--- src/logic/sort_pkg.sv ---
// ~~~~~~~~~~~~~~~~~~~~~~~~~~~~~~~~~~~~~~~~~~~~~~~~~~
// Shared sizes and the memory owner type of the sorter
// ~~~~~~~~~~~~~~~~~~~~~~~~~~~~~~~~~~~~~~~~~~~~~~~~~~
`default_nettype none

package sort_pkg;

    parameter int default_data_width = 16;
    parameter int default_max_sort_length = 32;

    // Which client currently drives the working memory
    typedef enum logic [1:0] {
        owner_load   = 2'd0,
        owner_merge  = 2'd1,
        owner_unload = 2'd2
    } buffer_owner_t;

endpackage

`default_nettype wire

--- src/logic/run_memory.sv ---
// ~~~~~~~~~~~~~~~~~~~~~~~~~~~~~~~~~~~~~~~~~~~~~~~~~~
// Two-bank working memory; the owner picks the client
// that reaches the write port and the read addresses
// ~~~~~~~~~~~~~~~~~~~~~~~~~~~~~~~~~~~~~~~~~~~~~~~~~~
`timescale 1ns/1ns
`default_nettype none

module run_memory #(
    parameter int DATA_WIDTH = sort_pkg::default_data_width,
    parameter int MAX_SORT_LENGTH = sort_pkg::default_max_sort_length
) (
    input wire clock,
    input wire sort_pkg::buffer_owner_t owner,
    input wire load_we,
    input wire [$clog2(MAX_SORT_LENGTH)-1:0] load_addr,
    input wire [DATA_WIDTH-1:0] load_wdata,
    input wire merge_we,
    input wire merge_bank,
    input wire [$clog2(MAX_SORT_LENGTH)-1:0] merge_addr,
    input wire [DATA_WIDTH-1:0] merge_wdata,
    input wire fetch_bank,
    input wire [$clog2(MAX_SORT_LENGTH)-1:0] fetch_addr_a,
    input wire [$clog2(MAX_SORT_LENGTH)-1:0] fetch_addr_b,
    input wire unload_bank,
    input wire [$clog2(MAX_SORT_LENGTH)-1:0] unload_addr,
    output logic [DATA_WIDTH-1:0] rdata_a,
    output logic [DATA_WIDTH-1:0] rdata_b
);
    import sort_pkg::*;

    localparam int AW = $clog2(MAX_SORT_LENGTH);

    logic [DATA_WIDTH-1:0] mem [2][MAX_SORT_LENGTH];
    logic wr_en;
    logic wr_bank;
    logic [AW-1:0] wr_addr;
    logic [DATA_WIDTH-1:0] wr_data;
    logic rd_bank;
    logic [AW-1:0] rd_addr_a;

    always_comb begin
        wr_en = 1'b0;
        wr_bank = merge_bank;
        wr_addr = merge_addr;
        wr_data = merge_wdata;
        if (owner == owner_load) begin
            wr_en = load_we;
            wr_bank = 1'b0;
            wr_addr = load_addr;
            wr_data = load_wdata;
        end else if (owner == owner_merge) begin
            wr_en = merge_we;
        end
    end

    // Unload reads share port A with the fetcher
    assign rd_bank = (owner == owner_unload) ? unload_bank : fetch_bank;
    assign rd_addr_a = (owner == owner_unload) ? unload_addr : fetch_addr_a;

    always_ff @(posedge clock) begin
        if (wr_en) begin
            mem[wr_bank][wr_addr] <= wr_data;
        end
        rdata_a <= mem[rd_bank][rd_addr_a];
        rdata_b <= mem[rd_bank][fetch_addr_b];
    end

endmodule

`default_nettype wire

--- src/logic/sort_loader.sv ---
// ~~~~~~~~~~~~~~~~~~~~~~~~~~~~~~~~~~~~~~~~~~~~~~~~~~
// Input side, writes the incoming block into bank 0
// and reports its length when the block ends
// ~~~~~~~~~~~~~~~~~~~~~~~~~~~~~~~~~~~~~~~~~~~~~~~~~~
`timescale 1ns/1ns
`default_nettype none

module sort_loader #(
    parameter int DATA_WIDTH = sort_pkg::default_data_width,
    parameter int MAX_SORT_LENGTH = sort_pkg::default_max_sort_length
) (
    input wire clock,
    input wire rst,
    input wire sort_pkg::buffer_owner_t owner,
    input wire in_valid,
    input wire [DATA_WIDTH-1:0] in_data,
    input wire in_last,
    output logic in_ready,
    output logic load_we,
    output logic [$clog2(MAX_SORT_LENGTH)-1:0] load_addr,
    output logic [DATA_WIDTH-1:0] load_wdata,
    output logic load_done,
    output logic [$clog2(MAX_SORT_LENGTH):0] block_length
);
    import sort_pkg::*;

    localparam int AW = $clog2(MAX_SORT_LENGTH);

    logic [AW-1:0] count;
    logic block_end;

    // A full memory also closes the block
    assign block_end = in_last || (count == AW'(MAX_SORT_LENGTH - 1));
    assign load_we = in_valid && in_ready;
    assign load_addr = count;
    assign load_wdata = in_data;

    always_ff @(posedge clock) begin
        if (rst) begin
            in_ready <= 1'b0;
            load_done <= 1'b0;
            count <= '0;
        end else begin
            load_done <= load_we && block_end;
            // Stay low until the sequencer has taken the memory away
            in_ready <= (owner == owner_load) && !load_done && !(load_we && block_end);
            if (load_we) begin
                count <= block_end ? '0 : count + 1'b1;
            end
        end
    end

    always_ff @(posedge clock) begin
        if (load_we && block_end) begin
            block_length <= {1'b0, count} + 1'b1;
        end
    end

endmodule

`default_nettype wire

--- src/logic/run_fetcher.sv ---
// ~~~~~~~~~~~~~~~~~~~~~~~~~~~~~~~~~~~~~~~~~~~~~~~~~~
// Reads runs A and B from the source bank and offers
// each head word as a valid/ready stream
// ~~~~~~~~~~~~~~~~~~~~~~~~~~~~~~~~~~~~~~~~~~~~~~~~~~
`timescale 1ns/1ns
`default_nettype none

module run_fetcher #(
    parameter int DATA_WIDTH = sort_pkg::default_data_width,
    parameter int MAX_SORT_LENGTH = sort_pkg::default_max_sort_length
) (
    input wire clock,
    input wire rst,
    input wire merge_start,
    input wire [$clog2(MAX_SORT_LENGTH)-1:0] run_base_a,
    input wire [$clog2(MAX_SORT_LENGTH):0] run_size_a,
    input wire [$clog2(MAX_SORT_LENGTH)-1:0] run_base_b,
    input wire [$clog2(MAX_SORT_LENGTH):0] run_size_b,
    input wire [DATA_WIDTH-1:0] rdata_a,
    input wire [DATA_WIDTH-1:0] rdata_b,
    input wire a_ready,
    input wire b_ready,
    output logic [$clog2(MAX_SORT_LENGTH)-1:0] fetch_addr_a,
    output logic [$clog2(MAX_SORT_LENGTH)-1:0] fetch_addr_b,
    output logic a_valid,
    output logic [DATA_WIDTH-1:0] a_data,
    output logic b_valid,
    output logic [DATA_WIDTH-1:0] b_data
);

    localparam int AW = $clog2(MAX_SORT_LENGTH);
    localparam int CW = AW + 1;

    // Index 0 is run A, index 1 is run B
    logic [AW-1:0] base [2];
    logic [CW-1:0] size [2];
    logic [DATA_WIDTH-1:0] rdata [2];
    logic ready [2];
    logic [AW-1:0] ptr [2];
    logic [CW-1:0] remaining [2];
    logic pending [2];
    logic issue [2];
    logic head_valid [2];
    logic [DATA_WIDTH-1:0] head [2];

    assign base[0] = run_base_a;
    assign base[1] = run_base_b;
    assign size[0] = run_size_a;
    assign size[1] = run_size_b;
    assign rdata[0] = rdata_a;
    assign rdata[1] = rdata_b;
    assign ready[0] = a_ready;
    assign ready[1] = b_ready;

    assign fetch_addr_a = ptr[0];
    assign fetch_addr_b = ptr[1];
    assign a_valid = head_valid[0];
    assign a_data = head[0];
    assign b_valid = head_valid[1];
    assign b_data = head[1];

    for (genvar i = 0; i < 2; i++) begin : g_run
        // A read goes out only when the head slot is empty and nothing is in flight
        assign issue[i] = !merge_start && !head_valid[i] && !pending[i]
                          && (remaining[i] != '0);

        always_ff @(posedge clock) begin
            if (rst) begin
                head_valid[i] <= 1'b0;
                pending[i] <= 1'b0;
                remaining[i] <= '0;
            end else if (merge_start) begin
                head_valid[i] <= 1'b0;
                pending[i] <= 1'b0;
                remaining[i] <= size[i];
            end else begin
                pending[i] <= issue[i];
                if (issue[i]) begin
                    remaining[i] <= remaining[i] - 1'b1;
                end
                if (pending[i]) begin
                    head_valid[i] <= 1'b1;
                end else if (head_valid[i] && ready[i]) begin
                    head_valid[i] <= 1'b0;
                end
            end
        end

        always_ff @(posedge clock) begin
            if (merge_start) begin
                ptr[i] <= base[i];
            end else if (issue[i]) begin
                ptr[i] <= ptr[i] + 1'b1;
            end
            if (pending[i]) begin
                head[i] <= rdata[i];
            end
        end
    end

endmodule

`default_nettype wire

--- src/logic/merging_core.sv ---
// ~~~~~~~~~~~~~~~~~~~~~~~~~~~~~~~~~~~~~~~~~~~~~~~~~~
// Merges two sorted runs into one ascending stream and
// flags the end of each pair with merge_done
// ~~~~~~~~~~~~~~~~~~~~~~~~~~~~~~~~~~~~~~~~~~~~~~~~~~
`timescale 1ns/1ns
`default_nettype none

module merging_core #(
    parameter int DATA_WIDTH = sort_pkg::default_data_width,
    parameter int MAX_SORT_LENGTH = sort_pkg::default_max_sort_length
) (
    input wire clock,
    input wire rst,
    input wire merge_start,
    input wire [$clog2(MAX_SORT_LENGTH):0] run_size_a,
    input wire [$clog2(MAX_SORT_LENGTH):0] run_size_b,
    input wire a_valid,
    input wire [DATA_WIDTH-1:0] a_data,
    input wire b_valid,
    input wire [DATA_WIDTH-1:0] b_data,
    output logic a_ready,
    output logic b_ready,
    output logic merged_valid,
    output logic [DATA_WIDTH-1:0] merged_data,
    output logic merge_done
);

    localparam int CW = $clog2(MAX_SORT_LENGTH) + 1;

    typedef enum logic [1:0] {
        st_idle   = 2'd0,
        st_both   = 2'd1,
        st_copy_a = 2'd2,
        st_copy_b = 2'd3
    } state_t;

    state_t state;
    logic [CW-1:0] count_a;
    logic [CW-1:0] count_b;
    logic b_smaller;
    logic last_a;
    logic last_b;

    // Equal heads go to run A, which keeps the sort stable
    assign b_smaller = b_data < a_data;
    assign last_a = (count_a + 1'b1) == run_size_a;
    assign last_b = (count_b + 1'b1) == run_size_b;

    always_comb begin
        a_ready = 1'b0;
        b_ready = 1'b0;
        merged_valid = 1'b0;
        merged_data = a_data;
        case (state)
            st_both: begin
                merged_valid = a_valid && b_valid;
                a_ready = merged_valid && !b_smaller;
                b_ready = merged_valid && b_smaller;
                if (b_smaller) begin
                    merged_data = b_data;
                end
            end
            st_copy_a: begin
                merged_valid = a_valid;
                a_ready = a_valid;
            end
            st_copy_b: begin
                merged_valid = b_valid;
                b_ready = b_valid;
                merged_data = b_data;
            end
            default: begin
            end
        endcase
    end

    always_ff @(posedge clock) begin
        if (rst) begin
            state <= st_idle;
            merge_done <= 1'b0;
            count_a <= '0;
            count_b <= '0;
        end else begin
            merge_done <= 1'b0;
            if (a_ready) begin
                count_a <= count_a + 1'b1;
            end
            if (b_ready) begin
                count_b <= count_b + 1'b1;
            end
            case (state)
                st_idle: begin
                    count_a <= '0;
                    count_b <= '0;
                    if (merge_start) begin
                        // The odd last run of a pass has no partner
                        state <= (run_size_b == '0) ? st_copy_a : st_both;
                    end
                end
                st_both: begin
                    if (a_ready && last_a) begin
                        state <= st_copy_b;
                    end else if (b_ready && last_b) begin
                        state <= st_copy_a;
                    end
                end
                st_copy_a: begin
                    if (a_ready && last_a) begin
                        state <= st_idle;
                        merge_done <= 1'b1;
                    end
                end
                default: begin
                    if (b_ready && last_b) begin
                        state <= st_idle;
                        merge_done <= 1'b1;
                    end
                end
            endcase
        end
    end

endmodule

`default_nettype wire

--- src/logic/merge_sequencer.sv ---
// ~~~~~~~~~~~~~~~~~~~~~~~~~~~~~~~~~~~~~~~~~~~~~~~~~~
// Runs the bottom-up merge passes and hands the memory
// from loader to merge and on to the unloader
// ~~~~~~~~~~~~~~~~~~~~~~~~~~~~~~~~~~~~~~~~~~~~~~~~~~
`timescale 1ns/1ns
`default_nettype none

module merge_sequencer #(
    parameter int DATA_WIDTH = sort_pkg::default_data_width,
    parameter int MAX_SORT_LENGTH = sort_pkg::default_max_sort_length
) (
    input wire clock,
    input wire rst,
    input wire load_done,
    input wire [$clog2(MAX_SORT_LENGTH):0] block_length,
    input wire merged_valid,
    input wire [DATA_WIDTH-1:0] merged_data,
    input wire merge_done,
    input wire unload_done,
    output sort_pkg::buffer_owner_t owner,
    output logic merge_start,
    output logic [$clog2(MAX_SORT_LENGTH)-1:0] run_base_a,
    output logic [$clog2(MAX_SORT_LENGTH):0] run_size_a,
    output logic [$clog2(MAX_SORT_LENGTH)-1:0] run_base_b,
    output logic [$clog2(MAX_SORT_LENGTH):0] run_size_b,
    output logic fetch_bank,
    output logic merge_we,
    output logic merge_bank,
    output logic [$clog2(MAX_SORT_LENGTH)-1:0] merge_addr,
    output logic [DATA_WIDTH-1:0] merge_wdata,
    output logic result_bank
);
    import sort_pkg::*;

    localparam int AW = $clog2(MAX_SORT_LENGTH);
    localparam int CW = AW + 1;

    typedef enum logic [1:0] {
        st_load   = 2'd0,
        st_start  = 2'd1,
        st_wait   = 2'd2,
        st_unload = 2'd3
    } state_t;

    state_t state;
    logic [CW-1:0] width;
    logic [CW-1:0] pair_base;
    logic [CW-1:0] a_end;
    logic [CW-1:0] b_end;
    logic [CW-1:0] next_base;
    logic [CW-1:0] next_width;
    logic src_bank;
    logic [AW-1:0] wr_addr;

    // Run boundaries clipped at the block length
    always_comb begin
        a_end = pair_base + width;
        if (a_end > block_length) begin
            a_end = block_length;
        end
        b_end = a_end + width;
        if (b_end > block_length) begin
            b_end = block_length;
        end
        next_width = width << 1;
        next_base = pair_base + next_width;
    end

    // Merged words land in the other bank the cycle they appear
    assign fetch_bank = src_bank;
    assign merge_bank = ~src_bank;
    assign merge_we = merged_valid;
    assign merge_addr = wr_addr;
    assign merge_wdata = merged_data;

    always_ff @(posedge clock) begin
        if (rst) begin
            state <= st_load;
            owner <= owner_load;
            merge_start <= 1'b0;
            width <= '0;
            pair_base <= '0;
            src_bank <= 1'b0;
            result_bank <= 1'b0;
            wr_addr <= '0;
        end else begin
            merge_start <= 1'b0;
            if (merged_valid) begin
                wr_addr <= wr_addr + 1'b1;
            end
            case (state)
                st_load: begin
                    if (load_done) begin
                        width <= CW'(1);
                        pair_base <= '0;
                        src_bank <= 1'b0;
                        wr_addr <= '0;
                        if (block_length == CW'(1)) begin
                            result_bank <= 1'b0;
                            owner <= owner_unload;
                            state <= st_unload;
                        end else begin
                            owner <= owner_merge;
                            state <= st_start;
                        end
                    end
                end
                st_start: begin
                    merge_start <= 1'b1;
                    state <= st_wait;
                end
                st_wait: begin
                    if (merge_done) begin
                        state <= st_start;
                        if (next_base >= block_length) begin
                            // Pass finished, so widen the runs and swap banks
                            width <= next_width;
                            pair_base <= '0;
                            src_bank <= ~src_bank;
                            wr_addr <= '0;
                            if (next_width >= block_length) begin
                                result_bank <= ~src_bank;
                                owner <= owner_unload;
                                state <= st_unload;
                            end
                        end else begin
                            pair_base <= next_base;
                        end
                    end
                end
                default: begin
                    if (unload_done) begin
                        owner <= owner_load;
                        state <= st_load;
                    end
                end
            endcase
        end
    end

    always_ff @(posedge clock) begin
        if (state == st_start) begin
            run_base_a <= pair_base[AW-1:0];
            run_size_a <= a_end - pair_base;
            run_base_b <= a_end[AW-1:0];
            run_size_b <= b_end - a_end;
        end
    end

endmodule

`default_nettype wire

--- src/logic/sort_unloader.sv ---
// ~~~~~~~~~~~~~~~~~~~~~~~~~~~~~~~~~~~~~~~~~~~~~~~~~~
// Output side, streams the sorted block from the result
// bank and holds its word under back-pressure
// ~~~~~~~~~~~~~~~~~~~~~~~~~~~~~~~~~~~~~~~~~~~~~~~~~~
`timescale 1ns/1ns
`default_nettype none

module sort_unloader #(
    parameter int DATA_WIDTH = sort_pkg::default_data_width,
    parameter int MAX_SORT_LENGTH = sort_pkg::default_max_sort_length
) (
    input wire clock,
    input wire rst,
    input wire sort_pkg::buffer_owner_t owner,
    input wire result_bank,
    input wire [$clog2(MAX_SORT_LENGTH):0] block_length,
    input wire [DATA_WIDTH-1:0] rdata_a,
    input wire out_ready,
    output logic unload_bank,
    output logic [$clog2(MAX_SORT_LENGTH)-1:0] unload_addr,
    output logic out_valid,
    output logic [DATA_WIDTH-1:0] out_data,
    output logic out_last,
    output logic unload_done
);
    import sort_pkg::*;

    localparam int AW = $clog2(MAX_SORT_LENGTH);
    localparam int CW = AW + 1;

    logic active;
    logic [CW-1:0] index;
    logic rd_ok;
    logic fire;
    logic load_out;

    assign active = owner == owner_unload;
    assign fire = out_valid && out_ready;
    // rd_ok marks that rdata_a already holds the word at index
    assign load_out = active && rd_ok && (index != block_length) && (!out_valid || out_ready);
    assign unload_bank = result_bank;
    assign unload_addr = index[AW-1:0];
    assign unload_done = fire && out_last;

    always_ff @(posedge clock) begin
        if (rst || !active) begin
            out_valid <= 1'b0;
            index <= '0;
            rd_ok <= 1'b0;
        end else begin
            rd_ok <= !load_out;
            if (load_out) begin
                index <= index + 1'b1;
                out_valid <= 1'b1;
            end else if (fire) begin
                out_valid <= 1'b0;
            end
        end
    end

    always_ff @(posedge clock) begin
        if (load_out) begin
            out_data <= rdata_a;
            out_last <= index == (block_length - 1'b1);
        end
    end

endmodule

`default_nettype wire

--- src/logic/merge_sorter.sv ---
// ~~~~~~~~~~~~~~~~~~~~~~~~~~~~~~~~~~~~~~~~~~~~~~~~~~
// Top level of the block merge sorter, wiring only
// ~~~~~~~~~~~~~~~~~~~~~~~~~~~~~~~~~~~~~~~~~~~~~~~~~~
`timescale 1ns/1ns
`default_nettype none

module merge_sorter #(
    parameter int DATA_WIDTH = sort_pkg::default_data_width,
    parameter int MAX_SORT_LENGTH = sort_pkg::default_max_sort_length
) (
    input wire clock,
    input wire rst,
    input wire in_valid,
    input wire [DATA_WIDTH-1:0] in_data,
    input wire in_last,
    input wire out_ready,
    output logic in_ready,
    output logic out_valid,
    output logic [DATA_WIDTH-1:0] out_data,
    output logic out_last
);
    import sort_pkg::*;

    localparam int AW = $clog2(MAX_SORT_LENGTH);

    buffer_owner_t owner;
    logic load_we, load_done, merge_we, merge_bank, fetch_bank;
    logic unload_bank, unload_done, result_bank, merge_start, merge_done;
    logic a_valid, a_ready, b_valid, b_ready, merged_valid;
    logic [AW-1:0] load_addr, merge_addr, fetch_addr_a, fetch_addr_b, unload_addr;
    logic [AW-1:0] run_base_a, run_base_b;
    logic [AW:0] block_length, run_size_a, run_size_b;
    logic [DATA_WIDTH-1:0] load_wdata, merge_wdata, rdata_a, rdata_b;
    logic [DATA_WIDTH-1:0] a_data, b_data, merged_data;

    sort_loader #(.DATA_WIDTH(DATA_WIDTH), .MAX_SORT_LENGTH(MAX_SORT_LENGTH)) loader_inst (
        .clock, .rst, .owner, .in_valid, .in_data, .in_last, .in_ready,
        .load_we, .load_addr, .load_wdata, .load_done, .block_length
    );

    run_memory #(.DATA_WIDTH(DATA_WIDTH), .MAX_SORT_LENGTH(MAX_SORT_LENGTH)) memory_inst (
        .clock, .owner, .load_we, .load_addr, .load_wdata,
        .merge_we, .merge_bank, .merge_addr, .merge_wdata,
        .fetch_bank, .fetch_addr_a, .fetch_addr_b, .unload_bank, .unload_addr,
        .rdata_a, .rdata_b
    );

    run_fetcher #(.DATA_WIDTH(DATA_WIDTH), .MAX_SORT_LENGTH(MAX_SORT_LENGTH)) fetcher_inst (
        .clock, .rst, .merge_start, .run_base_a, .run_size_a, .run_base_b, .run_size_b,
        .rdata_a, .rdata_b, .a_ready, .b_ready, .fetch_addr_a, .fetch_addr_b,
        .a_valid, .a_data, .b_valid, .b_data
    );

    merging_core #(.DATA_WIDTH(DATA_WIDTH), .MAX_SORT_LENGTH(MAX_SORT_LENGTH)) core_inst (
        .clock, .rst, .merge_start, .run_size_a, .run_size_b,
        .a_valid, .a_data, .b_valid, .b_data, .a_ready, .b_ready,
        .merged_valid, .merged_data, .merge_done
    );

    merge_sequencer #(.DATA_WIDTH(DATA_WIDTH), .MAX_SORT_LENGTH(MAX_SORT_LENGTH)) seq_inst (
        .clock, .rst, .load_done, .block_length, .merged_valid, .merged_data,
        .merge_done, .unload_done, .owner, .merge_start, .run_base_a, .run_size_a,
        .run_base_b, .run_size_b, .fetch_bank, .merge_we, .merge_bank, .merge_addr,
        .merge_wdata, .result_bank
    );

    sort_unloader #(.DATA_WIDTH(DATA_WIDTH), .MAX_SORT_LENGTH(MAX_SORT_LENGTH)) unloader_inst (
        .clock, .rst, .owner, .result_bank, .block_length, .rdata_a, .out_ready,
        .unload_bank, .unload_addr, .out_valid, .out_data, .out_last, .unload_done
    );

endmodule

`default_nettype wire

--- config.mk ---
export PLATFORM = sky130hd
export DESIGN_NAME = merge_sorter
export DESIGN_NICKNAME = d
export VERILOG_FILES = /design/src/logic/sort_pkg.sv /design/src/logic/run_memory.sv /design/src/logic/sort_loader.sv /design/src/logic/run_fetcher.sv /design/src/logic/merging_core.sv /design/src/logic/merge_sequencer.sv /design/src/logic/sort_unloader.sv /design/src/logic/merge_sorter.sv
export SDC_FILE = /design/constraint.sdc
export NUM_CORES = 2
export LEC_CHECK = 0
export BUFFER_PORTS_ARGS = -buffer_cell sky130_fd_sc_hd__buf_2
export CORE_ASPECT_RATIO = 1.5
export CORE_MARGIN = 10
export CORE_UTILIZATION = 40
export DETAILED_ROUTE_END_ITERATION = 12
export PLACE_DENSITY = 0.64
export SETUP_SLACK_MARGIN = 0.15
export SLEW_MARGIN = 20
export SYNTH_ARGS = -nofsm -noshare
export SYNTH_HDL_FRONTEND = slang
export SYNTH_HIERARCHICAL = 1
export SYNTH_SLANG_ARGS = --single-unit
--- constraint.sdc ---
create_clock -name clock -period 9.34 [get_ports clock]
set_input_delay 0.467 -clock clock [delete_from_list [all_inputs] [get_ports clock]]
set_output_delay 0.467 -clock clock [all_outputs]
set_load 0.01 [all_outputs]
# Yosys cells after proc, flatten, opt, wreduce, memory -nomap -nowiden
# Memories as Yosys holds them, arrays and structs flattened.
# Cells that the tools add are included.
[totals] register_bits=131 output_inout_bits=19 latchBits=0 mem_bits_rw=1082 rom_bits=0 n_memories=6 word_cells=285
[memory_table] memory="memory_inst.mem" depth=2 width=512 rd=1 rd_clocked_by_memory_dff=0 wr=1 line_no="run_memory.sv:33" source="logic [DATA_WIDTH-1:0] mem [2][MAX_SORT_LENGTH];"
[memory_table] memory="fetcher_inst.head" depth=2 width=16 rd=2 rd_clocked_by_memory_dff=0 wr=2 line_no="run_fetcher.sv:44" source="logic [DATA_WIDTH-1:0] head [2];"
[memory_table] memory="fetcher_inst.remaining" depth=2 width=6 rd=2 rd_clocked_by_memory_dff=0 wr=2 line_no="run_fetcher.sv:40" source="logic [CW-1:0] remaining [2];"
[memory_table] memory="fetcher_inst.ptr" depth=2 width=5 rd=2 rd_clocked_by_memory_dff=0 wr=2 line_no="run_fetcher.sv:39" source="logic [AW-1:0] ptr [2];"
[memory_table] memory="fetcher_inst.head_valid" depth=2 width=1 rd=2 rd_clocked_by_memory_dff=0 wr=2 line_no="run_fetcher.sv:43" source="logic head_valid [2];"
[memory_table] memory="fetcher_inst.pending" depth=2 width=1 rd=2 rd_clocked_by_memory_dff=0 wr=2 line_no="run_fetcher.sv:41" source="logic pending [2];"
[op_classes] add_sub_neg=16 n_bitwise=21 reduce_logical=56 multipliers=0 shifts=0 eq_ne=21 n_lt_le_gt_ge=9 n_mux=129 div_mod_pow=0
[ops] op="two-way mux 512 bit" n=1
[ops] op="binary-select mux 16 bit (select 5 bit)" n=2
[ops] op="two-way mux 16 bit" n=7
[ops] op="demux 16 bit (select 5 bit)" n=1
[ops] op="two-way mux 6 bit" n=12
[ops] op="two-way mux 1 bit" n=67
[ops] op="two-way mux 5 bit" n=9
[ops] op="two-way mux 2 bit" n=17
[ops] op="one-hot mux 16 bit (2 select lines)" n=1
[ops] op="one-hot mux 6 bit (2 select lines)" n=2
[ops] op="logical AND 1 bit" n=23
[ops] op="adder 5 x 1 -> 5 bit (second input constant)" n=4
[ops] op="adder 6 x 1 -> 6 bit (second input constant)" n=3
[ops] op="adder 6 bit" n=3
[ops] op="equality test 6 bit" n=3
[ops] op=">= comparator 6 bit (second input constant)" n=3
[ops] op="NOT 5 -> 6 bit" n=3
[ops] op="one-hot mux 2 bit (3 select lines)" n=3
[ops] op="subtractor 6 x 1 -> 6 bit (second input constant)" n=3
[ops] op="less-than comparator 16 bit" n=1
[ops] op="bitwise OR 1 bit" n=16
[ops] op=">= comparator 6 bit" n=2
[ops] op="greater-than comparator 6 bit" n=2
[ops] op="AND reduction 6 bit" n=2
[ops] op="26 further kinds" n=62

# Longest topological paths before layout
# An unclocked memory read counts as a cell.
[logic_depth] depth_word=12 ltp_mapped=31 ltp_nobuf=31

# Cells and area by module
# Netlist, hierarchy kept.
[by_module_without_submodules] mod="run_memory" n_inst=1 seq_area_each_um2=31390.1 cells_per_inst=2847 area_per_inst_um2=44391.3
[by_module_without_submodules] mod="merge_sequencer" n_inst=1 seq_area_each_um2=1061.0 cells_per_inst=322 area_per_inst_um2=3245.6
[by_module_without_submodules] mod="run_fetcher" n_inst=1 seq_area_each_um2=1741.7 cells_per_inst=159 area_per_inst_um2=2453.6
[by_module_without_submodules] mod="merging_core" n_inst=1 seq_area_each_um2=300.3 cells_per_inst=208 area_per_inst_um2=1747.9
[by_module_without_submodules] mod="sort_unloader" n_inst=1 seq_area_each_um2=670.6 cells_per_inst=99 area_per_inst_um2=1179.9
[by_module_without_submodules] mod="sort_loader" n_inst=1 seq_area_each_um2=320.3 cells_per_inst=60 area_per_inst_um2=631.9

# Least setup slack after synthesis
# Ideal clock, no wire load.
[synth_path] path_kind="register to register" startpoint="register seq_inst.width[1]" endpoint="register seq_inst.run_size_b[5] (data pin)" path_buffers=0 t_arrival_ps=5821 path_slack_ps=3259 synth_period_minus_slack_ps=6081 stages_incl_launch_ff=31 setup_time_ps=260 cell_sequence="dfxtp_1 inv_1 fa_1 inv_1 a21o_1 a21oi_1 xnor2_1 ha_1 and3_1 nand4_1 a21boi_2 mux2_2 ha_1 o21ai_0 o21bai_1 a21oi_1 xnor2_1 xnor2_1 ha_1 nand3_1 a21oi_1 a211oi_1 nor2_2 mux2_2 ha_1 nor2b_1 o21ai_0 nand2b_1 a21o_1 a21oi_1 xnor2_1"
[synth_via] elab_chain_cells=7
[synth_rtl] element="start, declared" line_no="merge_sequencer.sv:46" source="logic [CW-1:0] width;"
[synth_rtl] element="start signal, assigned" line_no="merge_sequencer.sv:117" source="width <= next_width;"
[synth_rtl] element="adder 6 bit (*)" line_no="merge_sequencer.sv:57" source="a_end = pair_base + width;"
[synth_rtl] element="greater-than comparator 6 bit" line_no="merge_sequencer.sv:58" source="if (a_end > block_length) begin"
[synth_rtl] element="two-way mux 6 bit (*)" line_no="merge_sequencer.sv:58"
[synth_rtl] element="net seq_inst.a_end[2]" line_no="merge_sequencer.sv:48" source="logic [CW-1:0] a_end;"
[synth_rtl] element="adder 6 bit" line_no="merge_sequencer.sv:61" source="b_end = a_end + width;"
[synth_rtl] element="greater-than comparator 6 bit" line_no="merge_sequencer.sv:62" source="if (b_end > block_length) begin"
[synth_rtl] element="two-way mux 6 bit" line_no="merge_sequencer.sv:62"
[synth_rtl] element="subtractor 6 bit (*)" line_no="merge_sequencer.sv:146" source="run_size_b <= b_end - a_end;"
[synth_rtl] element="end signal, assigned" line_no="merge_sequencer.sv:146"
[synth_rtl] element="end, declared" line_no="merge_sequencer.sv:25" source="output logic [$clog2(MAX_SORT_LENGTH):0] run_size_b,"
# Mark *: on every way through the listed nets, which the timed path passes. The rest lies on a longest branch.
# A chain may end at the register's enable or synchronous reset.

# Worst setup path in the final report
# Ends and elaborated chain as after synthesis.

==> run summary <==
initial antenna violation count = 14
slowest CP cell = dfxtp_1
Multi-input gate area = 0.0167 sq mm
# Post-CTS Setup Buffers = 0
FP Rows = 164
per-cell routed wire length = 33.1 microns
max-slew violation count = 0
critical path data arrival time = 7.39 ns
largest net degree at the start of global routing = 126
core footprint = 0.133 sq mm
Post-route DRC = 0
crit path capture type = flop
number of fill cells = 11700
VDD IR max = 0.163 mV
Worst-path clk slew = 0.06 ns
largest area contributor in the synthesized netlist = edfxtp_1
worst-path fanout max = 9
count of final setup violators = 0
vias = 35000
Clock Latency Late Sink = 0.77 ns
Clock Skew = 0.0493 ns
Gate Count Post-Synth = 3695
Num CTS Buffers = 105
Layout area overhead = 10.7%
LEAKAGE = 22.9 nW
drt via density = 6.28
post-CTS sizing = 0
crit path launch type = flop
Max stage delay on crit path = 0.56 ns
top cell type's share of synthesized area = 63.0%
ys async rst share = 0%
wirelength, routed = 185000 microns
Slew @ Worst Pin = 1.28 ns
most common cell in the netlist = edfxtp_1
final worst path period need = 6.92 ns
yosys warns = 6
Final Cycle Share = 74.1%
largest cells by area after synthesis = edfxtp_1 63%, mux2i_1 11%, o22ai_1 4.2%
final count of hold timing violations = 0
Root Driver = clkbuf_16
crit path kind = flop to flop
die area = 0.149 sq mm
worst r2r dst = seq_inst/run_size_b[5]
antenna-violating nets left = 0
dpl hpwl = 125000 microns
Hold Startpoint = in_last
count of input and output buffers = 39
Initial DRT Pass Iterations = 6
clk buf depth = 3
# hold bufs at CTS = 0
htree depth = 3
worst reg-to-reg setup slack = 2.42 ns
vias in the first global route = 33100
Hold WS = 0.0909 ns
chip width = 319 microns
launch point of the worst reg-to-reg path = seq_inst/width[1]
R2R depth = 30
Starting Density = 40.3%
highest clock rate = 145 MHz
Hold Path Class = input pin to flop
global route overflow = 0
Pwr Density = 210 mW/mm^2
dominant synthesized flop cell = edfxtp_1
Hold EP = loader_inst/load_done
Synth top cells by count = 1125 x edfxtp_1, 601 x mux2i_1, 360 x o22ai_1
die height = 469 microns
GP Congestion = 0.980
Avg Cell Area, Syn = 14.5 sq um
post-synthesis cell area = 0.0537 sq mm
layout cell share with drive strength beyond 1 = 11.3%
post-synthesis sequential area ratio = 66.1%
layout net count = 3840
outcome = completed
Yosys reg bits = 1210
relative slew slack = 13.6%
synth unique cells = 97
clk sinks = 1210
RSZ-0062 raised after global routing = no
CP required = 9.82 ns
Reg area = 0.0355 sq mm
drt initial violations = 4785
number of enable flip-flop cells after synthesis = 1125
first-pass GRT wire length = 257000 microns
setup tns final = 0 ns
CTS tree = done
gr usage total = 24.1%
hold-critical path depth = 3
Boundary Pins = 40
max-cap violation count = 0
flip-flops by register name (all words and copies together), names as in the netlist, 6 cells and up:
register,cells
fetcher_inst/head,32
fetcher_inst/ptr,10
memory_inst/rdata_a,16
seq_inst/width,6
unloader_inst/out_data,16
fetcher_inst/remaining,12
memory_inst/mem,1024
seq_inst/run_size_b,6
memory_inst/rdata_b,16
core_inst/count_a,6
unloader_inst/index,6
core_inst/count_b,6
loader_inst/block_length,6
seq_inst/run_size_a,6
per-stage QoR:
step	instance area (sq um)	total power, mW	std cells	worst slack, ns	utilization [%]
5_1_grt	59400	12.7	5569	1.77	44.6
6_report	59400	12.5	5572	2.42	44.6
4_1_cts	59300	12.4	5565	2.27	44.5
3_3_place_gp	55800	8.05	5371	2.20	41.9
2_1_floorplan	53700	7.30	3697	3.26	-
3_5_place_dp	55800	8.07	5371	2.29	41.9
layer usage:
metal | GRT usage, % | up-vias | wire length [microns]
li1 | - | 14700 | -
met1 | 27.3 | 17400 | 62200
met2 | 40.7 | 2322 | 88600
met3 | 4.89 | 593 | 18000
met4 | 16.8 | 8 | 15900
met5 | 0 | - | 52
layout by cell type (no fill, tap or decap), types with 23 or more instances in the layout:
cell       instances
nor2_1           153
a211oi_1          23
o221ai_1          25
nand4_1           28
clkbuf_1          23
xor2_1            35
nand3_1           33
nor3_1            66
mux2_2            31
inv_1             56
nand2b_1          29
nand2_1          161
o21ai_0          106
buf_2             39
xnor2_1           44
a21oi_1           42
clkbuf_16        107
mux2i_1          597
ha_1              76
a22o_1            32
edfxtp_1        1125
dfxtp_1           85
buf_4            134
o22ai_1          359
critical path: cells and delay by family, from the launching register on:
kind / cells / cell delay [ns]
AOI/OAI and AO/OA: 12 / 2.28
xor gates and xnor gates: 4 / 0.63
adders and majority gates: 5 / 1.66
buffers and inverters: 2 / 0.21
DFF: 1 / 0.56
muxes: 1 / 0.40
and+or+nand+nor: 6 / 0.91
power by group:
group / total [mW] / leakage (nW) / internal, mW / switching [mW]
clock network: 4.41 / 1.70 / 2.42 / 1.99
logic: 1.80 / 10.4 / 0.486 / 1.31
registers: 6.26 / 10.9 / 6.14 / 0.114
total: 12.5 / 22.9 / 9.05 / 3.41
logic make-up after synthesis:
kind of cell / Yosys count / share of synthesized area, %
flip-flops: 1210 / 66.1
AND/OR/NAND/NOR: 612 / 5.69
other: 3 / 0.0210
buffers and inverters: 301 / 3.09
AO/OA/AOI/OAI: 772 / 9.78
adder cells (fa/ha/maj): 81 / 1.96
multiplexers: 636 / 12.0
XOR/XNOR: 80 / 1.33
cell type report:
type                       instances  share of cell area [%]
antenna                            4                  0.0169
clock buffer                     141                    4.91
clock inverter                    53                   0.933
inverter                          56                   0.354
multi-input combinational       2186                    28.2
sequential                      1210                    59.7
tap                             1743                    3.67
timing repair buffer             179                    2.21
worst max path at each step:
stage / startpoint / to / slack, ns / depth (start not counted)
global route: seq_inst/width[1] / seq_inst/run_size_b[5] / 1.77 / 30
detailed placement: seq_inst/width[1] / seq_inst/run_size_b[5] / 2.29 / 30
finish: seq_inst/width[1] / seq_inst/run_size_b[5] / 2.42 / 30
floorplan: seq_inst/width[1] / seq_inst/run_size_b[5] / 3.26 / 30
CTS: seq_inst/width[1] / seq_inst/run_size_b[5] / 2.27 / 30
global placement: seq_inst/width[1] / seq_inst/run_size_b[5] / 2.20 / 30
Power figures use the tool's default switching activity.
